==> src/design/chase_pkg.sv <==
package chase_pkg;

    typedef logic [9:0] pos_t;      // Bit position inside the codeword.
    typedef logic [6:0] llr_t;      // Reliability magnitude of one bit.
    typedef logic [9:0] llr_sum_t;  // Six LLRs added, at most 762.
    typedef logic [2:0] err_cnt_t;
    typedef logic [2:0] tp_cnt_t;
    typedef logic [1:0] tp_idx_t;

    localparam int MAX_ERR     = 4;
    localparam int NUM_FLIP    = 2;
    localparam int NUM_CAND    = MAX_ERR + NUM_FLIP;
    localparam int NUM_TP      = 4;
    localparam int SCORE_DELAY = 2;

    localparam pos_t     POS_NONE     = '1; // Unused candidate, sorts last.
    localparam llr_sum_t LLR_SUM_INIT = '1;

    // Pattern 1 flips the first position, pattern 2 the second, pattern 3 both.
    function automatic logic [NUM_FLIP-1:0] flip_sel(tp_cnt_t num_tp);
        case (num_tp)
            3'd1:    flip_sel = 2'b01;
            3'd2:    flip_sel = 2'b10;
            3'd3:    flip_sel = 2'b11;
            default: flip_sel = 2'b00;
        endcase
    endfunction

endpackage

==> src/design/candidate_builder.sv <==
module candidate_builder (
    input  logic                i_clk,
    input  logic                i_rst_n,
    input  chase_pkg::err_cnt_t i_num_err,
    input  chase_pkg::tp_cnt_t  i_num_tp,
    input  chase_pkg::pos_t     i_err_loc0,
    input  chase_pkg::pos_t     i_err_loc1,
    input  chase_pkg::pos_t     i_err_loc2,
    input  chase_pkg::pos_t     i_err_loc3,
    input  chase_pkg::pos_t     i_flip_pos1,
    input  chase_pkg::pos_t     i_flip_pos2,
    output chase_pkg::pos_t     o_sorted0,
    output chase_pkg::pos_t     o_sorted1,
    output chase_pkg::pos_t     o_sorted2,
    output chase_pkg::pos_t     o_sorted3,
    output chase_pkg::pos_t     o_sorted4,
    output chase_pkg::pos_t     o_sorted5,
    output chase_pkg::err_cnt_t o_cand_cnt,
    output chase_pkg::pos_t     o_llr_addr0,
    output chase_pkg::pos_t     o_llr_addr1,
    output chase_pkg::pos_t     o_llr_addr2,
    output chase_pkg::pos_t     o_llr_addr3,
    output chase_pkg::pos_t     o_llr_addr4,
    output chase_pkg::pos_t     o_llr_addr5
);

    import chase_pkg::*;

    pos_t                loc [MAX_ERR];
    pos_t                cand [NUM_CAND];
    pos_t                addr_q [NUM_CAND];
    logic [NUM_FLIP-1:0] flips;

    assign loc[0] = i_err_loc0;
    assign loc[1] = i_err_loc1;
    assign loc[2] = i_err_loc2;
    assign loc[3] = i_err_loc3;
    assign flips  = flip_sel(i_num_tp);

    always_comb begin
        for (int i = 0; i < MAX_ERR; i++) begin
            cand[i] = (i < i_num_err) ? loc[i] : POS_NONE;
        end
        cand[MAX_ERR]   = flips[0] ? i_flip_pos1 : POS_NONE;
        cand[MAX_ERR+1] = flips[1] ? i_flip_pos2 : POS_NONE;
    end

    assign o_cand_cnt = i_num_err + err_cnt_t'(flips[0]) + err_cnt_t'(flips[1]);

    // Unsorted slot order is kept on the address side so the scorer can mask by slot.
    always_ff @(posedge i_clk) begin
        for (int i = 0; i < NUM_CAND; i++) begin
            addr_q[i] <= i_rst_n ? cand[i] : POS_NONE;
        end
    end

    assign o_llr_addr0 = addr_q[0];
    assign o_llr_addr1 = addr_q[1];
    assign o_llr_addr2 = addr_q[2];
    assign o_llr_addr3 = addr_q[3];
    assign o_llr_addr4 = addr_q[4];
    assign o_llr_addr5 = addr_q[5];

    position_sorter u_sorter (
        .i_pos0 (cand[0]),
        .i_pos1 (cand[1]),
        .i_pos2 (cand[2]),
        .i_pos3 (cand[3]),
        .i_pos4 (cand[4]),
        .i_pos5 (cand[5]),
        .o_pos0 (o_sorted0),
        .o_pos1 (o_sorted1),
        .o_pos2 (o_sorted2),
        .o_pos3 (o_sorted3),
        .o_pos4 (o_sorted4),
        .o_pos5 (o_sorted5)
    );

    a_num_err_range: assert property (
        @(posedge i_clk) disable iff (!i_rst_n) i_num_err <= MAX_ERR
    );

endmodule

==> src/design/chase_pattern_saver.sv <==
module chase_pattern_saver (
    input  logic                i_clk,
    input  logic                i_rst_n,
    input  logic                i_mode,
    input  logic                i_clear,
    input  logic                i_err_valid_pulse,
    input  chase_pkg::pos_t     i_err_loc0,
    input  chase_pkg::pos_t     i_err_loc1,
    input  chase_pkg::pos_t     i_err_loc2,
    input  chase_pkg::pos_t     i_err_loc3,
    input  chase_pkg::err_cnt_t i_num_err,
    input  logic                i_correct,
    input  chase_pkg::pos_t     i_flip_pos1,
    input  chase_pkg::pos_t     i_flip_pos2,
    input  logic                i_flip_valid,
    output chase_pkg::pos_t     o_llr_addr0,
    output chase_pkg::pos_t     o_llr_addr1,
    output chase_pkg::pos_t     o_llr_addr2,
    output chase_pkg::pos_t     o_llr_addr3,
    output chase_pkg::pos_t     o_llr_addr4,
    output chase_pkg::pos_t     o_llr_addr5,
    input  chase_pkg::llr_t     i_llr0,
    input  chase_pkg::llr_t     i_llr1,
    input  chase_pkg::llr_t     i_llr2,
    input  chase_pkg::llr_t     i_llr3,
    input  chase_pkg::llr_t     i_llr4,
    input  chase_pkg::llr_t     i_llr5,
    input  chase_pkg::tp_idx_t  i_rd_sel,
    output chase_pkg::pos_t     o_rd_pos0,
    output chase_pkg::pos_t     o_rd_pos1,
    output chase_pkg::pos_t     o_rd_pos2,
    output chase_pkg::pos_t     o_rd_pos3,
    output chase_pkg::pos_t     o_rd_pos4,
    output chase_pkg::pos_t     o_rd_pos5,
    output chase_pkg::err_cnt_t o_rd_cnt,
    output chase_pkg::tp_cnt_t  o_min_tp,
    output logic                o_valid
);

    import chase_pkg::*;

    tp_cnt_t  num_tp;
    logic     store_en;
    tp_idx_t  store_idx;
    logic     score_en;
    logic     score_clr;
    err_cnt_t num_err_dly;
    tp_cnt_t  num_tp_dly;
    tp_idx_t  store_idx_dly;
    pos_t     sorted0, sorted1, sorted2, sorted3, sorted4, sorted5;
    err_cnt_t cand_cnt;

    pattern_counter u_counter (
        .i_clk (i_clk), .i_rst_n (i_rst_n), .i_mode (i_mode), .i_clear (i_clear),
        .i_err_valid_pulse (i_err_valid_pulse), .i_correct (i_correct),
        .i_flip_valid (i_flip_valid), .i_num_err (i_num_err), .o_num_tp (num_tp),
        .o_store_en (store_en), .o_store_idx (store_idx), .o_score_en (score_en),
        .o_score_clr (score_clr), .o_num_err_dly (num_err_dly), .o_num_tp_dly (num_tp_dly),
        .o_store_idx_dly (store_idx_dly), .o_valid (o_valid)
    );

    candidate_builder u_builder (
        .i_clk (i_clk), .i_rst_n (i_rst_n), .i_num_err (i_num_err), .i_num_tp (num_tp),
        .i_err_loc0 (i_err_loc0), .i_err_loc1 (i_err_loc1), .i_err_loc2 (i_err_loc2),
        .i_err_loc3 (i_err_loc3), .i_flip_pos1 (i_flip_pos1), .i_flip_pos2 (i_flip_pos2),
        .o_sorted0 (sorted0), .o_sorted1 (sorted1), .o_sorted2 (sorted2),
        .o_sorted3 (sorted3), .o_sorted4 (sorted4), .o_sorted5 (sorted5),
        .o_cand_cnt (cand_cnt),
        .o_llr_addr0 (o_llr_addr0), .o_llr_addr1 (o_llr_addr1), .o_llr_addr2 (o_llr_addr2),
        .o_llr_addr3 (o_llr_addr3), .o_llr_addr4 (o_llr_addr4), .o_llr_addr5 (o_llr_addr5)
    );

    pattern_store u_store (
        .i_clk (i_clk), .i_rst_n (i_rst_n), .i_store_en (store_en),
        .i_store_idx (store_idx), .i_sorted0 (sorted0), .i_sorted1 (sorted1),
        .i_sorted2 (sorted2), .i_sorted3 (sorted3), .i_sorted4 (sorted4),
        .i_sorted5 (sorted5), .i_cand_cnt (cand_cnt), .i_rd_sel (i_rd_sel),
        .o_rd_pos0 (o_rd_pos0), .o_rd_pos1 (o_rd_pos1), .o_rd_pos2 (o_rd_pos2),
        .o_rd_pos3 (o_rd_pos3), .o_rd_pos4 (o_rd_pos4), .o_rd_pos5 (o_rd_pos5),
        .o_rd_cnt (o_rd_cnt)
    );

    llr_min_tracker u_tracker (
        .i_clk (i_clk), .i_rst_n (i_rst_n), .i_score_en (score_en),
        .i_score_clr (score_clr), .i_num_err_dly (num_err_dly), .i_num_tp_dly (num_tp_dly),
        .i_store_idx_dly (store_idx_dly), .i_llr0 (i_llr0), .i_llr1 (i_llr1),
        .i_llr2 (i_llr2), .i_llr3 (i_llr3), .i_llr4 (i_llr4), .i_llr5 (i_llr5),
        .o_min_tp (o_min_tp)
    );

endmodule

==> src/design/llr_min_tracker.sv <==
module llr_min_tracker (
    input  logic                i_clk,
    input  logic                i_rst_n,
    input  logic                i_score_en,
    input  logic                i_score_clr,
    input  chase_pkg::err_cnt_t i_num_err_dly,
    input  chase_pkg::tp_cnt_t  i_num_tp_dly,
    input  chase_pkg::tp_idx_t  i_store_idx_dly,
    input  chase_pkg::llr_t     i_llr0,
    input  chase_pkg::llr_t     i_llr1,
    input  chase_pkg::llr_t     i_llr2,
    input  chase_pkg::llr_t     i_llr3,
    input  chase_pkg::llr_t     i_llr4,
    input  chase_pkg::llr_t     i_llr5,
    output chase_pkg::tp_cnt_t  o_min_tp
);

    import chase_pkg::*;

    llr_t                llr_in [NUM_CAND];
    llr_t                llr_m [NUM_CAND];
    logic [NUM_FLIP-1:0] flips;
    llr_sum_t            llr_sum;
    llr_sum_t            min_sum;
    tp_cnt_t             min_tp;

    assign llr_in[0] = i_llr0;
    assign llr_in[1] = i_llr1;
    assign llr_in[2] = i_llr2;
    assign llr_in[3] = i_llr3;
    assign llr_in[4] = i_llr4;
    assign llr_in[5] = i_llr5;
    assign flips     = flip_sel(i_num_tp_dly);

    // Same slot masking as on the address side, replayed on the delayed counts.
    always_comb begin
        for (int i = 0; i < MAX_ERR; i++) begin
            llr_m[i] = (i < i_num_err_dly) ? llr_in[i] : '0;
        end
        llr_m[MAX_ERR]   = flips[0] ? llr_in[MAX_ERR] : '0;
        llr_m[MAX_ERR+1] = flips[1] ? llr_in[MAX_ERR+1] : '0;
    end

    assign llr_sum = llr_sum_t'(llr_m[0]) + llr_sum_t'(llr_m[1]) + llr_sum_t'(llr_m[2])
                   + llr_sum_t'(llr_m[3]) + llr_sum_t'(llr_m[4]) + llr_sum_t'(llr_m[5]);

    always_ff @(posedge i_clk) begin
        if (!i_rst_n || i_score_clr) begin
            min_sum <= LLR_SUM_INIT;
            min_tp  <= '0;
        end else if (i_score_en && llr_sum < min_sum) begin // Strict so the earliest slot keeps a tie.
            min_sum <= llr_sum;
            min_tp  <= tp_cnt_t'(i_store_idx_dly) + tp_cnt_t'(1);
        end
    end

    assign o_min_tp = min_tp;

    a_num_err_dly_range: assert property (
        @(posedge i_clk) disable iff (!i_rst_n)
        i_score_en |-> i_num_err_dly <= MAX_ERR
    );

endmodule

==> src/design/pattern_counter.sv <==
module pattern_counter (
    input  logic                i_clk,
    input  logic                i_rst_n,
    input  logic                i_mode,
    input  logic                i_clear,
    input  logic                i_err_valid_pulse,
    input  logic                i_correct,
    input  logic                i_flip_valid,
    input  chase_pkg::err_cnt_t i_num_err,
    output chase_pkg::tp_cnt_t  o_num_tp,
    output logic                o_store_en,
    output chase_pkg::tp_idx_t  o_store_idx,
    output logic                o_score_en,
    output logic                o_score_clr,
    output chase_pkg::err_cnt_t o_num_err_dly,
    output chase_pkg::tp_cnt_t  o_num_tp_dly,
    output chase_pkg::tp_idx_t  o_store_idx_dly,
    output logic                o_valid
);

    import chase_pkg::*;

    tp_cnt_t                num_tp;
    tp_cnt_t                num_valid_tp;
    logic                   accept;
    logic [SCORE_DELAY-1:0] pulse_sr;
    logic [SCORE_DELAY-1:0] correct_sr;
    logic [SCORE_DELAY-1:0] flip_sr;
    logic [SCORE_DELAY-1:0] valid_sr;
    err_cnt_t               num_err_sr [SCORE_DELAY];
    tp_cnt_t                num_tp_sr [SCORE_DELAY];
    tp_idx_t                idx_sr [SCORE_DELAY];

    // A pulse is taken only under mode, without a clear, while a slot is still free.
    assign accept = i_mode & i_err_valid_pulse & ~i_clear & (num_valid_tp < NUM_TP);

    assign o_store_en  = accept & i_correct & i_flip_valid;
    assign o_store_idx = tp_idx_t'(num_valid_tp);
    assign o_num_tp    = num_tp;

    always_ff @(posedge i_clk) begin
        if (!i_rst_n) begin
            num_tp       <= '0;
            num_valid_tp <= '0;
        end else if (i_mode) begin
            if (i_clear) begin
                num_tp       <= '0;
                num_valid_tp <= '0;
            end else if (i_err_valid_pulse) begin
                if (num_tp < NUM_TP)
                    num_tp <= num_tp + tp_cnt_t'(1);
                if (o_store_en)
                    num_valid_tp <= num_valid_tp + tp_cnt_t'(1);
            end
        end
    end

    // Qualifier pipeline runs regardless of mode.
    always_ff @(posedge i_clk) begin
        if (!i_rst_n) begin
            pulse_sr   <= '0;
            correct_sr <= '0;
            flip_sr    <= '0;
            valid_sr   <= '0;
        end else begin
            pulse_sr   <= {pulse_sr[SCORE_DELAY-2:0], accept};
            correct_sr <= {correct_sr[SCORE_DELAY-2:0], i_correct};
            flip_sr    <= {flip_sr[SCORE_DELAY-2:0], i_flip_valid};
            valid_sr   <= {valid_sr[SCORE_DELAY-2:0], num_tp == NUM_TP};
        end
    end

    always_ff @(posedge i_clk) begin
        num_err_sr[0] <= i_num_err;
        num_tp_sr[0]  <= num_tp;
        idx_sr[0]     <= o_store_idx;
        for (int i = 1; i < SCORE_DELAY; i++) begin
            num_err_sr[i] <= num_err_sr[i-1];
            num_tp_sr[i]  <= num_tp_sr[i-1];
            idx_sr[i]     <= idx_sr[i-1];
        end
    end

    assign o_score_en = i_mode & pulse_sr[SCORE_DELAY-1] & correct_sr[SCORE_DELAY-1]
                      & flip_sr[SCORE_DELAY-1];
    assign o_score_clr     = i_mode & i_clear;
    assign o_num_err_dly   = num_err_sr[SCORE_DELAY-1];
    assign o_num_tp_dly    = num_tp_sr[SCORE_DELAY-1];
    assign o_store_idx_dly = idx_sr[SCORE_DELAY-1];
    assign o_valid         = valid_sr[SCORE_DELAY-1];

    a_valid_le_total: assert property (
        @(posedge i_clk) disable iff (!i_rst_n) num_valid_tp <= num_tp
    );

endmodule

==> src/design/pattern_store.sv <==
module pattern_store (
    input  logic                i_clk,
    input  logic                i_rst_n,
    input  logic                i_store_en,
    input  chase_pkg::tp_idx_t  i_store_idx,
    input  chase_pkg::pos_t     i_sorted0,
    input  chase_pkg::pos_t     i_sorted1,
    input  chase_pkg::pos_t     i_sorted2,
    input  chase_pkg::pos_t     i_sorted3,
    input  chase_pkg::pos_t     i_sorted4,
    input  chase_pkg::pos_t     i_sorted5,
    input  chase_pkg::err_cnt_t i_cand_cnt,
    input  chase_pkg::tp_idx_t  i_rd_sel,
    output chase_pkg::pos_t     o_rd_pos0,
    output chase_pkg::pos_t     o_rd_pos1,
    output chase_pkg::pos_t     o_rd_pos2,
    output chase_pkg::pos_t     o_rd_pos3,
    output chase_pkg::pos_t     o_rd_pos4,
    output chase_pkg::pos_t     o_rd_pos5,
    output chase_pkg::err_cnt_t o_rd_cnt
);

    import chase_pkg::*;

    pos_t     mem_pos [NUM_TP][NUM_CAND];
    err_cnt_t mem_cnt [NUM_TP];

    always_ff @(posedge i_clk) begin
        if (!i_rst_n) begin
            for (int t = 0; t < NUM_TP; t++) begin
                mem_cnt[t] <= '0;
                for (int c = 0; c < NUM_CAND; c++) begin
                    mem_pos[t][c] <= '0;
                end
            end
        end else if (i_store_en) begin
            mem_pos[i_store_idx][0] <= i_sorted0;
            mem_pos[i_store_idx][1] <= i_sorted1;
            mem_pos[i_store_idx][2] <= i_sorted2;
            mem_pos[i_store_idx][3] <= i_sorted3;
            mem_pos[i_store_idx][4] <= i_sorted4;
            mem_pos[i_store_idx][5] <= i_sorted5;
            mem_cnt[i_store_idx]    <= i_cand_cnt;
        end
    end

    assign o_rd_pos0 = mem_pos[i_rd_sel][0]; // Read port is combinational.
    assign o_rd_pos1 = mem_pos[i_rd_sel][1];
    assign o_rd_pos2 = mem_pos[i_rd_sel][2];
    assign o_rd_pos3 = mem_pos[i_rd_sel][3];
    assign o_rd_pos4 = mem_pos[i_rd_sel][4];
    assign o_rd_pos5 = mem_pos[i_rd_sel][5];
    assign o_rd_cnt  = mem_cnt[i_rd_sel];

endmodule

==> src/design/position_sorter.sv <==
module position_sorter (
    input  chase_pkg::pos_t i_pos0,
    input  chase_pkg::pos_t i_pos1,
    input  chase_pkg::pos_t i_pos2,
    input  chase_pkg::pos_t i_pos3,
    input  chase_pkg::pos_t i_pos4,
    input  chase_pkg::pos_t i_pos5,
    output chase_pkg::pos_t o_pos0,
    output chase_pkg::pos_t o_pos1,
    output chase_pkg::pos_t o_pos2,
    output chase_pkg::pos_t o_pos3,
    output chase_pkg::pos_t o_pos4,
    output chase_pkg::pos_t o_pos5
);

    import chase_pkg::*;

    pos_t v [NUM_CAND];

    // Each outer pass sinks one new element into the already ordered prefix.
    always_comb begin : insert_net
        pos_t tmp;
        tmp  = '0;
        v[0] = i_pos0;
        v[1] = i_pos1;
        v[2] = i_pos2;
        v[3] = i_pos3;
        v[4] = i_pos4;
        v[5] = i_pos5;
        for (int i = 1; i < NUM_CAND; i++) begin
            for (int j = i; j > 0; j--) begin
                if (v[j-1] > v[j]) begin // Compare-exchange.
                    tmp    = v[j-1];
                    v[j-1] = v[j];
                    v[j]   = tmp;
                end
            end
        end
    end

    assign o_pos0 = v[0];
    assign o_pos1 = v[1];
    assign o_pos2 = v[2];
    assign o_pos3 = v[3];
    assign o_pos4 = v[4];
    assign o_pos5 = v[5];

endmodule

==> config.mk <==
export PLATFORM = sky130hd
export DESIGN_NAME = chase_pattern_saver
export DESIGN_NICKNAME = d
export VERILOG_FILES = /design/src/design/chase_pkg.sv /design/src/design/candidate_builder.sv /design/src/design/chase_pattern_saver.sv /design/src/design/llr_min_tracker.sv /design/src/design/pattern_counter.sv /design/src/design/pattern_store.sv /design/src/design/position_sorter.sv
export SDC_FILE = /design/constraint.sdc
export NUM_CORES = 1
export LEC_CHECK = 0
export BUFFER_PORTS_ARGS = -buffer_cell sky130_fd_sc_hd__buf_2
export CORE_ASPECT_RATIO = 1.1
export CORE_UTILIZATION = 56
export CTS_BUF_LIST = sky130_fd_sc_hd__clkbuf_4 sky130_fd_sc_hd__clkbuf_8
export DETAILED_ROUTE_END_ITERATION = 12
export GPL_TIMING_DRIVEN = 0
export PLACE_DENSITY = 0.8
export SLEW_MARGIN = 25
export SYNTH_ARGS = -nofsm -noshare
export SYNTH_HDL_FRONTEND = slang
export SYNTH_SLANG_ARGS = --single-unit
==> constraint.sdc <==
create_clock -name i_clk -period 27.6 [get_ports i_clk]
set_input_delay 8.28 -clock i_clk [delete_from_list [all_inputs] [get_ports i_clk]]
set_output_delay 8.28 -clock i_clk [all_outputs]
set_load 0.005 [all_outputs]
After elaboration in Yosys (flattened, before gate mapping)
Memory sizes are Yosys's and may differ from the RTL's.
Index checks and enable logic that the tools add are counted.
{"block": "classes", "n_mux": 51, "shift": 0, "reduce_logical": 10, "magnitude_cmp": 26, "n_div": 0, "mul": 0, "eq_ne": 7, "n_bitwise": 10, "addsub": 10}
{"cell": "$mux 20", "count": 15}
{"cell": "$gt 10x10->1", "count": 15}
{"cell": "$mux 10", "count": 12}
{"cell": "$mux 60", "count": 1}
{"cell": "$reduce_or 60->1", "count": 1}
{"cell": "$mux 7", "count": 6}
{"cell": "$add 10x7->10", "count": 4}
{"cell": "$mux 3", "count": 7}
{"cell": "$eq 3x2->1 const B", "count": 4}
{"cell": "$lt 1x3->1 const A", "count": 4}
{"cell": "$lt 2x3->1 const A", "count": 4}
{"cell": "$pmux 2 s3", "count": 2}
{"cell": "$lt 10x10->1", "count": 1}
{"cell": "$and 1x1->1", "count": 9}
{"cell": "$add 7x7->8", "count": 1}
{"cell": "$add 3x1->3", "count": 2}
{"cell": "$add 3x1->3 const B", "count": 2}
{"cell": "$eq 3x1->1 const B", "count": 2}
{"cell": "$lt 3x3->1 const B", "count": 2}
{"cell": "$mux 1", "count": 6}
{"cell": "$reduce_and 3->1", "count": 2}
{"cell": "$reduce_bool 2->1", "count": 3}
{"cell": "$mux 2", "count": 2}
{"cell": "$add 2x1->3 const B", "count": 1}
{"cell": "other kinds (6)", "count": 6}
{"block": "word_totals", "ram_bits": 328, "input_bits": 114, "out_inout_bits": 127, "mem_count": 6, "mem_bits_ro": 0, "word_cells": 128, "latch_bits": 0, "ff_bits": 27}
{"name": "u_store.mem_pos", "words": 4, "width": 60, "rd": 1, "rd_clocked_by_memory_dff": 0, "wr": 4, "line_no": "pattern_store.sv:25", "text": "pos_t mem_pos [NUM_TP][NUM_CAND];"}
{"name": "u_builder.addr_q", "words": 6, "width": 10, "rd": 6, "rd_clocked_by_memory_dff": 0, "wr": 6, "line_no": "candidate_builder.sv:31", "text": "pos_t addr_q [NUM_CAND];"}
{"name": "u_store.mem_cnt", "words": 4, "width": 3, "rd": 1, "rd_clocked_by_memory_dff": 0, "wr": 4, "line_no": "pattern_store.sv:26", "text": "err_cnt_t mem_cnt [NUM_TP];"}
{"name": "u_counter.num_err_sr", "words": 2, "width": 3, "rd": 2, "rd_clocked_by_memory_dff": 0, "wr": 2, "line_no": "pattern_counter.sv:30", "text": "err_cnt_t num_err_sr [SCORE_DELAY];"}
{"name": "u_counter.num_tp_sr", "words": 2, "width": 3, "rd": 2, "rd_clocked_by_memory_dff": 0, "wr": 2, "line_no": "pattern_counter.sv:31", "text": "tp_cnt_t num_tp_sr [SCORE_DELAY];"}
{"name": "u_counter.idx_sr", "words": 2, "width": 2, "rd": 2, "rd_clocked_by_memory_dff": 0, "wr": 2, "line_no": "pattern_counter.sv:32", "text": "tp_idx_t idx_sr [SCORE_DELAY];"}

Logic depth before layout (Yosys ltp)
Gate-level depths: netlist of the first run.
{"block": "depth", "word_depth": 21, "depth_mapped": 108, "depth_no_buf": 99}

Hierarchy
Synthesis of the first run repeated with hierarchy kept, for this count alone.
{"block": "unflattened", "hier_cells": 2280, "hier_area_um2": 23912.9}
{"mod": "pattern_store", "cells_each": 630, "seq_area_each_um2": 7567.3, "instances": 1, "area_each_um2": 11136.9}
{"mod": "position_sorter", "cells_each": 1132, "seq_area_each_um2": 0.0, "instances": 1, "area_each_um2": 7624.8}
{"mod": "candidate_builder", "cells_each": 201, "seq_area_each_um2": 1201.2, "instances": 1, "area_each_um2": 2135.8}
{"mod": "llr_min_tracker", "cells_each": 237, "seq_area_each_um2": 260.2, "instances": 1, "area_each_um2": 2062.0}
{"mod": "pattern_counter", "cells_each": 80, "seq_area_each_um2": 600.6, "instances": 1, "area_each_um2": 953.4}

Worst setup path before layout of the first run
No wires, ideal clock.
{"block": "synth_path", "path_kind": "input port to flip-flop", "from": "in i_num_err[1]", "to": "mem u_store.mem_pos[3][40] (netlist name), data pin", "n_path_buf": 15, "cell_stages": 93, "t_arrival_ps": 27558, "path_slack_ps": -224, "setup_time_ps": 266, "required_ps": 27334, "cell_sequence": "nor2_1 clkbuf_1 nor2_1 ha_1 nand4_1 o311a_2 nor2_1 clkbuf_1 a21oi_1 ha_1 nand3_1 nor3_1 a21o_1 clkbuf_1 clkbuf_1 nor2_1 a21oi_1 ha_1 (+57 left out) mux2i_2 ha_1 nor2b_1 o21a_1 o21a_1 o21ai_0 nand2b_1 a21oi_1 nor2b_1 o21ai_0 nand2b_1 a21oi_1 nor2b_1 o32ai_1 clkbuf_1 nor2_1 a31oi_1 nor2_1"}
{"item": "start, declared", "line_no": "chase_pattern_saver.sv:11", "text": "input chase_pkg::err_cnt_t i_num_err,"}
{"item": "end, declared", "line_no": "pattern_store.sv:25"}

==> key figures, run 1 <==
Status
  – Outcome: completed

Die
  – Ports: 241
  – Initial core utilization: 56.66%
  – # rows: 77
  – Height of the die: 213.5 um
  – Core area: 40170 sq um
  – DIE AREA: 41460 sq um
  – Die W: 194.2 um

Yosys
  – Synth area leaders: edfxtp_1, ha_1, dfxtp_1, mux4_2, nor2_1
  – Fraction of registers with async set/reset: 0%
  – Main combinational cell family by area after synthesis: simple AND/OR/NAND/NOR gates
  – Simple-gate share of the synthesized area: 15.95%
  – Net Count, Synth: 2623
  – Yosys top cell by area: edfxtp_1
  – Post-Syn Area per Cell: 9.846 sq um
  – Sequential share of the synthesized area: 42.30%
  – Compound-Gate Fraction of Synth Area: 13.91%
  – Synth unique cells: 92
  – Top-area cell type share of the netlist area: 33.24%
  – Commonest cells in the netlist: nor2_1, edfxtp_1, nand2_1
  – Yosys warnings: 0
  – Count of mapped cells out of synthesis: 2312
  – Post-Synth Adder-Cell Area: 11.72%
  – Post-synthesis mux area share: 11.19%
  – Top_reg_cell synth: edfxtp_1
  – Yosys reg bits: 355
  – Post-Syn Area: 22760 sq um
  – Number of flops mapped to enable cells by yosys: 252
  – Synth Area in XOR/XNOR: 0.6541%
  – Most common cell in the synthesized netlist: nor2_1

Detailed routing
  – DRC Markers: 0
  – Via count: 19.30k
  – ANT nets after route: 0
  – Initial drt markers: 1915
  – Pre-antenna DRT Iters: 6
  – Via-to-Cell Ratio: 6.028
  – WL/cell: 20.43 um
  – DRT Wirelength: 65430 um

Placement
  – Final HPWL DP: 48860 um
  – I/O Buffers: 237
  – GP Congestion: 0.9504

Timing
  – Clock skew: 0.04252 ns
  – Slew Viols, Final: 0
  – Final Cycle Share: 97.07%
  – Final hold vios: 0
  – Max_slew headroom: 30.08%
  – Achievable Freq: 0.03733 GHz
  – Setup TNS: 0 ns
  – Final setup vio count: 0
  – Final min period: 26.79 ns
  – Worst Max-Slew Pin Slew: 1.049 ns

Global routing
  – Vias in the first global route: 18.83k
  – Total GRT Usage: 31.06%
  – First-pass GRT wire length: 100000 um
  – Largest net degree at the start of global routing: 39
  – Total grt overflow: 0
  – Antenna violations before repair: 0

Clock network
  – Total CTS buffers: 56
  – H-tree depth: 2
  – Worst-Skew Late Latency: 0.66 ns
  – Max clock buf depth: 3
  – CTS tree: done
  – Root buf cell: clkbuf_8
  – Clk pin slew, worst setup/hold paths: 0.07 ns
  – Hold buffers post-CTS: 0
  – Clock sinks: 355

Layout
  – Nets: 2959
  – Area grow syn2layout: 17.91%
  – Layout cells sized above 1: 24.21%
  – Antenna cell count: 0

Job
  – Max-capacitance violation count: 0

Critical path
  – Reg2reg path depth: 72
  – CP Class: input pin to register
  – Worst r2r dst: u_store.mem_pos[1][44]
  – CP Data Arrival Time: 27.18 ns
  – Worst setup SP type: input pin
  – Slowest-stage cell, CP: mux2_2
  – Crit-path max FO: 10
  – CP endpoint kind: register
  – Worst reg2reg setup slack: 13.07 ns
  – Crit path required time: 27.98 ns
  – R2r startpoint: u_counter.o_num_tp[0]
  – CP max stage delay: 0.42 ns

Hold path
  – Hold EP: u_counter.num_tp_sr[0][5]
  – Worst hold start: u_counter.num_tp_sr[0][2]
  – Hold path depth: 0
  – Hold crit path type: register to register
-- registers in the layout (all words and copies together), names as in the netlist, 3 cells and up --
signal,cells
u_counter.num_err_sr,6
u_counter.o_num_tp,3
u_builder.addr_q,60
u_counter.num_tp_sr,6
u_store.mem_cnt,12
u_store.mem_pos,240
u_tracker.o_min_tp,3
u_counter.idx_sr,4
u_counter.num_valid_tp,3
u_tracker.min_sum,10
-- layer usage --
| layer | track usage (%) | wire [um] | up-vias |
|---|---|---|---|
| met5 | 0 | 0 | - |
| met4 | 16.26 | 3079 | 0 |
| met3 | 3.712 | 4618 | 168 |
| met2 | 55.43 | 32890 | 866 |
| met1 | 37.11 | 24840 | 9278 |
| li1 | - | - | 8991 |
-- cell type report --
cell class / instances / area (sq um)
Timing Repair Buffer: 281 / 1597
Clock buffer: 78 / 935.9
Buffer: 92 / 483.0
Inverter: 157 / 589.3
Clock inverter: 21 / 168.9
Tap cell: 513 / 641.9
Fill cell: 3082 / 13330
Multi-Input combinational cell: 1705 / 12800
Sequential cell: 355 / 9629
-- worst max path at each step --
stage,to,startpoint,slack [ns],cells after the start
final,u_store.mem_pos[1][44],i_num_err[1],0.81,99
after floorplan,u_store.mem_pos[3][40],i_num_err[1],0.06,93
after CTS,u_store.mem_pos[1][44],i_num_err[0],0.0009,101
after global placement,u_store.mem_pos[3][44],i_num_err[1],-4.30,98
after global routing,u_store.mem_pos[1][40],i_num_err[1],-0.09,101
after detailed placement,u_store.mem_pos[1][44],i_num_err[1],-4.50,101
-- per-stage QoR --
step	instances	hold WS, ns	area [sq um]	util, %	setup WS, ns
2_1_floorplan	2312	0.3096	22780	-	0.05759
3_3_place_gp	3062	0.3116	24600	61.24	-4.304
3_5_place_dp	3066	0.3147	24720	61.54	-4.501
4_1_cts	3180	0.3189	26280	65.42	0.0008704
5_1_grt	3202	0.3300	26840	66.81	-0.08773
6_report	3202	0.3226	26840	66.81	0.8087
-- kinds of logic (layout without fill, tap and decap cells) --
kind of cell,count (synthesis),in the layout
simple gates,823,823
mux,168,168
fa+ha+maj,200,200
buf+inv,252,629
xor+xnor,17,17
flops,355,355
compound gates,497,497
-- worst max-delay path: cells and delay by family --
kind | cells | cell delay (ns)
AND/OR/NAND/NOR | 27 | 3.67
AO/OA/AOI/OAI | 45 | 8.90
buffers and inverters | 14 | 2.31
multiplexers | 2 | 0.69
adder cells (fa/ha/maj) | 11 | 3.25
-- repair_timing --
| action | 4_1_cts | 5_1_grt |
|---|---|---|
| pin swaps | 7 | 17 |
| setup endpoints to repair | 120 | 80 |
| gates resized for setup | 95 | 124 |
| setup buffers | 17 | 23 |
-- placed cells by master (no fill, tap or decap), types with 13 or more instances in the layout --
master and n:
buf_2 238, o22ai_1 37, a21oi_1 126, mux2i_1 59
xnor2_1 13, mux2_2 30, nand4_1 20, nand2_1 218
a21o_1 32, a211oi_1 35, nand3_1 28, clkbuf_1 55
nand2b_1 14, and2_1 28, clkbuf_4 34, buf_4 43
nor2b_1 56, a21oi_2 30, edfxtp_1 252, nor3_1 22
o21ai_0 95, o21ai_1 18, dfxtp_1 103, clkbuf_8 57
fa_1 23, ha_1 173, nor2_1 358, inv_1 154
mux4_2 63
Power of run 1 is not shown: default switching activity piles up to over one toggle a cycle in this logic, so the estimate is an artifact.
==> run 2: changes to the inputs <==
- PLACE_DENSITY: 0.8 -> not set
- PLACE_DENSITY_LB_ADDON: not set -> 0.3
==> run 2 against run 1 <==
Net effect:
- clock skew is 0.0097 ns higher
- maximum frequency is 0.25% lower
- sequential cell count stayed put
- wire length is 1.3% lower
- die area stayed put
- critical endpoint is now u_store.mem_pos[2][59]
==> key figures, run 2 (same netlist as run 1, synthesis figures left out) <==
Critical path
  – Worst setup SP type: input pin
  – CP most frequent cell: ha_1
  – Crit-path max FO: 10 (unchanged)
  – CP Class: input pin to register
  – CP Data Arrival Time: 27.34 ns (+0.16 ns)
  – CP endpoint kind: register
  – CP max stage delay: 0.51 ns (+0.09 ns)
  – Crit path required time: 28.08 ns (+0.10 ns)
  – Slowest-stage cell, CP: o31ai_1

Detailed routing
  – DRC Markers: 0 (unchanged)
  – Via-to-Cell Ratio: 5.926 (-1.7%)
  – Via count: 19.00k (-1.6%)
  – Initial drt markers: 1831 (-4.4%)
  – ANT nets after route: 0 (unchanged)
  – DRT Wirelength: 64560 um (-1.3%)
  – WL/cell: 20.14 um (-1.5%)
  – Pre-antenna DRT Iters: 6 (unchanged)

Clock network
  – Root buf cell: clkbuf_8
  – CTS tree: done
  – Clk pin slew, worst setup/hold paths: 0.06 ns (about the same)
  – Clock sinks: 355 (unchanged)
  – H-tree depth: 2 (unchanged)
  – Worst-Skew Late Latency: 0.67 ns (about the same)
  – Total CTS buffers: 55 (-1.8%)
  – Max clock buf depth: 3 (unchanged)
  – Hold buffers post-CTS: 0 (unchanged)

Global routing
  – Vias in the first global route: 18.31k (-2.7%)
  – First-pass GRT wire length: 97520 um (-2.5%)
  – Total grt overflow: 0 (unchanged)
  – Largest net degree at the start of global routing: 38 (-2.6%)
  – Total GRT Usage: 30.37% (-0.69 points)
  – Antenna violations before repair: 0 (unchanged)

Die
  – Ports: 241 (unchanged)
  – DIE AREA: 41460 sq um (unchanged)
  – Initial core utilization: 56.66% (unchanged)
  – Height of the die: 213.5 um (unchanged)
  – Die W: 194.2 um (unchanged)
  – Core area: 40170 sq um (unchanged)
  – # rows: 77 (unchanged)

Timing
  – Slew Viols, Final: 0 (unchanged)
  – Final setup vio count: 0 (unchanged)
  – Achievable Freq: 0.03723 GHz (-0.25%)
  – Worst Max-Slew Pin Slew: 0.9435 ns (-0.1053 ns)
  – Final min period: 26.86 ns (+0.06594 ns)
  – Max_slew headroom: 37.10% (+7.0 points)
  – Clock skew: 0.05225 ns (+0.009724 ns)
  – Final Hold Slack: 0.3272 ns (+0.004613 ns)
  – Final Cycle Share: 97.31% (+0.24 points)
  – Final hold vios: 0 (unchanged)

Layout
  – Top Registers: u_store.mem_pos x240, u_builder.addr_q x60, u_store.mem_cnt x12
  – Post-Route Utilization: 66.93% (+0.12 points)
  – Most frequent cells in the layout: nor2_1, edfxtp_1, buf_2
  – Nets: 2956 (-0.10%)
  – Max reg flops: 240 (unchanged)
  – Layout cells sized above 1: 23.92% (-0.29 points)
  – Largest Register: u_store.mem_pos
  – Area grow syn2layout: 18.13%
  – Final Cell Area: 26890 sq um (+0.18%)
  – Most common cell after layout, fill and taps aside: nor2_1
  – Fill cells: 3072 (-0.32%)

Placement
  – Final HPWL DP: 48760 um (-0.21%)
  – GP Congestion: 0.9286 (-2.3%)
  – I/O Buffers: 237 (unchanged)
  – Placed Area: 24720 sq um (unchanged)

Hold path
  – Hold crit path type: register to register

Job
  – Max-capacitance violation count: 0 (unchanged)

Status
  – Outcome: completed
[run 2: final timing paths]
check / startpoint / to / slack (ns) / cells after the start
worst min-delay path: u_counter.num_err_sr[0][0] / u_counter.num_err_sr[0][3] / 0.33 / 0
worst max register to register: u_counter.o_num_tp[0] / u_store.mem_pos[2][59] / 12.98 / 69
worst max-delay path: i_num_err[2] / u_store.mem_pos[2][59] / 0.74 / 91
worst min register to register: u_counter.num_err_sr[0][0] / u_counter.num_err_sr[0][3] / 0.33 / 0
[run 2: timing repair]
action                                  4_1_cts  5_1_grt
endpoints found under the setup margin      120       80
pin swaps                                     7       16
setup buffers                                12       23
resized for setup                            88      119
cloned                                        0        2
[run 2: critical path: cells and delay by family]
family | cells | cell delay (ns)
multiplexers | 2 | 0.75
AO/OA/AOI/OAI | 41 | 9.23
adder cells (fa/ha/maj) | 10 | 3.05
buffers and inverters | 14 | 2.76
AND/OR/NAND/NOR | 24 | 3.23
[run 2: per-stage QoR]
step                      instances  TNS (ns)  worst slack [ns]
final                          3206         0            0.7428
after global routing           3205    -7.298           -0.1708
after CTS                      3181         0           0.03836
after detailed placement       3066   -404.85            -4.538
after global placement         3062   -355.41            -4.105
after floorplan                2312         0           0.05759
[run 2: layout make-up]
| cell class | count | area [sq um] | share of cell area (%) |
|---|---|---|---|
| inverters | 157 | 589.3 | 2.192 |
| well taps | 513 | 641.9 | 2.387 |
| clock buffers | 75 | 932.1 | 3.466 |
| repair buffers | 278 | 1599 | 5.946 |
| plain buffers | 93 | 476.7 | 1.773 |
| diodes | 1 | 2.502 | 0.009306 |
| multi-input cells | 1705 | 12760 | 47.44 |
| flip-flops and latches | 355 | 9629 | 35.81 |
| clock inverters | 29 | 264.0 | 0.9818 |
[run 2: routing by layer]
metal	track usage, %	wire length, um	vias to the layer above
met2	53.25	32110	800
met1	37.93	25540	9051
met4	13.30	2387	0
li1	-	-	8999
met5	0	0	-
met3	3.853	4519	148
Power of run 2 is left out for the same reason.
==> run 3: changes to the inputs <==
- CELL_PAD_IN_SITES_DETAIL_PLACEMENT: not set -> 1
- CELL_PAD_IN_SITES_GLOBAL_PLACEMENT: not set -> 1
- CORE_MARGIN: not set -> 8
- CORE_UTILIZATION: 56 -> 43
==> run 3 against run 2 <==
Net effect:
- clock skew fell by 0.019 ns
- critical path type unchanged
- setup slack worse by 0.079 ns
- critical path depth increased by 10
- non-clock buffer count increased by 16
- largest cell class unchanged
- clock-buffer cell count is 11 higher
- highest routed layer unchanged
- cell count up 5.8%
- worst hold slack better by 0.0035 ns
- register-to-register slack worse by 0.16 ns
==> key figures, run 3 (same netlist as run 1, synthesis figures left out) <==
Timing
  – Final setup vio count: 0 (unchanged)
  – Final Cycle Share: 97.60% (+0.29 points)
  – Final min period: 26.94 ns (+0.07921 ns)
  – Slew Viols, Final: 0 (unchanged)
  – Worst Max-Slew Pin Slew: 1.000 ns (+0.05648 ns)
  – Clock skew: 0.03285 ns (-0.01939 ns)
  – Final hold vios: 0 (unchanged)
  – Max_slew headroom: 32.63% (-4.5 points)
  – Achievable Freq: 0.03712 GHz (-0.29%)

Layout
  – Most common cell after layout, fill and taps aside: nor2_1
  – Largest Register: u_store.mem_pos
  – Most frequent cells in the layout: nor2_1, edfxtp_1, buf_2
  – Fin cells: 3392 (+5.8%)
  – Layout cells sized above 1: 25.48% (+1.6 points)
  – Max reg flops: 240 (unchanged)
  – Area grow syn2layout: 20.66%
  – Top Registers: u_store.mem_pos x240, u_builder.addr_q x60, u_store.mem_cnt x12
  – Nets: 2976 (+0.68%)
  – Final Cell Area: 27470 sq um (+2.1%)
  – Fill cells: 5923 (+93%)

Detailed routing
  – Met1 WL: 31080 um (+22%)
  – WL/cell: 22.74 um (+13%)
  – ANT nets after route: 0 (unchanged)
  – Via-to-Cell Ratio: 5.715 (-3.6%)
  – Initial drt markers: 1044 (-43%)
  – DRT Wirelength: 77130 um (+19%)
  – WL met3: 3144 um (-30%)
  – DRC Markers: 0 (unchanged)
  – Top layer in use: met4
  – Pre-antenna DRT Iters: 5 (-1)
  – DR WL met2: 40050 um (+25%)
  – Via count: 19.39k (+2.0%)

Placement
  – GP Congestion: 0.9108 (-1.9%)
  – Final HPWL DP: 58890 um (+21%)
  – I/O Buffers: 237 (unchanged)
  – Placed Area: 24930 sq um (+0.85%)
  – Placed Instances: 3228 (+5.3%)

Critical path
  – CP endpoint kind: register
  – CP most frequent cell: ha_1
  – CP Class: input pin to register
  – CP Data Arrival Time: 27.44 ns (+0.10 ns)
  – CP max stage delay: 0.47 ns (-0.04 ns)
  – Worst setup SP type: input pin
  – Crit path required time: 28.10 ns (+0.02 ns)
  – Crit-path max FO: 10 (unchanged)
  – R2r startpoint: u_counter.o_num_tp[0]
  – Slowest-stage cell, CP: or3_4
  – Crit path launch: i_num_err[0]

Status
  – Outcome: completed

Die
  – Initial core utilization: 43.43% (-13 points)
  – Ports: 241 (unchanged)
  – # rows: 88 (+14%)
  – DIE AREA: 60570 sq um (+46%)
  – Die W: 235.4 um (+21%)
  – Height of the die: 257.3 um (+21%)
  – Core area: 52410 sq um (+30%)

Global routing
  – Antenna violations before repair: 0 (unchanged)
  – Total GRT Usage: 24.33% (-6.0 points)
  – Largest net degree at the start of global routing: 42 (+11%)
  – Vias in the first global route: 20.80k (+14%)
  – Total grt overflow: 0 (unchanged)
  – First-pass GRT wire length: 117400 um (+20%)

Clock network
  – Clk pin slew, worst setup/hold paths: 0.06 ns (about the same)
  – Worst-Skew Late Latency: 0.68 ns (about the same)
  – Max clock buf depth: 3 (unchanged)
  – CTS tree: done
  – Root buf cell: clkbuf_8
  – Hold buffers post-CTS: 0 (unchanged)
  – Clock sinks: 355 (unchanged)
  – Total CTS buffers: 59 (+7.3%)
  – H-tree depth: 2 (unchanged)

Hold path
  – Worst hold start: u_counter.num_err_sr[0][1]
  – Hold crit path type: register to register

Job
  – Max-capacitance violation count: 0 (unchanged)
[run 3: changes by cell type in the layout (fill, tap and decap cells not counted), moves of 3 or more]
cell      delta
a21oi_1     -12
nor3_2       +3
clkinv_1     -3
a21oi_2     +12
clkbuf_4     +6
clkbuf_2     -3
buf_4       +19
mux2i_1      -3
clkbuf_8     +7
[run 3: routing by layer]
| layer | GRT usage (%) | vias up |
|---|---|---|
| li1 | - | 9028 |
| met1 | 28.69 | 9704 |
| met2 | 44.77 | 496 |
| met3 | 2.876 | 158 |
| met4 | 9.416 | 0 |
| met5 | 0 | - |
[run 3: final cells by class]
class                   instances  area [sq um]  area share (%)
repair buffers                295          1719           6.259
well taps                     675         844.6           3.075
plain buffers                  92         489.2           1.781
inverters                     157         589.3           2.145
multi-input cells            1705         12880           46.89
flip-flops and latches        355          9629           35.06
clock inverters                26         269.0          0.9794
diodes                          1         2.502        0.009110
clock buffers                  86          1046           3.808
[run 3: final timing paths]
kind | cells past startpoint | to | slack [ns]
setup reg to reg | 73 | u_store.mem_pos[2][51] | 12.82
setup / recovery | 101 | u_store.mem_pos[2][51] | 0.66
hold / removal | 0 | u_counter.num_err_sr[0][4] | 0.33
hold reg to reg | 0 | u_counter.num_err_sr[0][4] | 0.33
[run 3: worst max-delay path, delay by kind of cell]
kind / cells / cell delay, ns
AO/OA/AOI/OAI: 42 / 8.29
adder cells (fa/ha/maj): 9 / 2.74
buffers and inverters: 17 / 2.63
multiplexers: 3 / 1.04
AND/OR/NAND/NOR: 30 / 4.44
[run 3: timing repair]
item | in CTS | in global routing
gates resized for setup | 116 | 122
pin swaps | 15 | 21
setup buffers | 29 | 25
endpoints found under the setup margin | 120 | 80
gates cloned | 0 | 0
[run 3: through the flow]
stage               hold WS (ns)  TNS (ns)  setup slack, ns  utilization (%)
floorplan                 0.3096         0          0.05759                -
global placement          0.3131   -390.01           -4.462            47.33
detailed placement        0.3175   -514.15           -5.580            47.57
CTS                       0.3313         0          0.01901            51.29
global route              0.3445    -10.58          -0.1788            52.40
finish                    0.3307         0           0.6636            52.41
Power of run 3 is left out for the same reason.
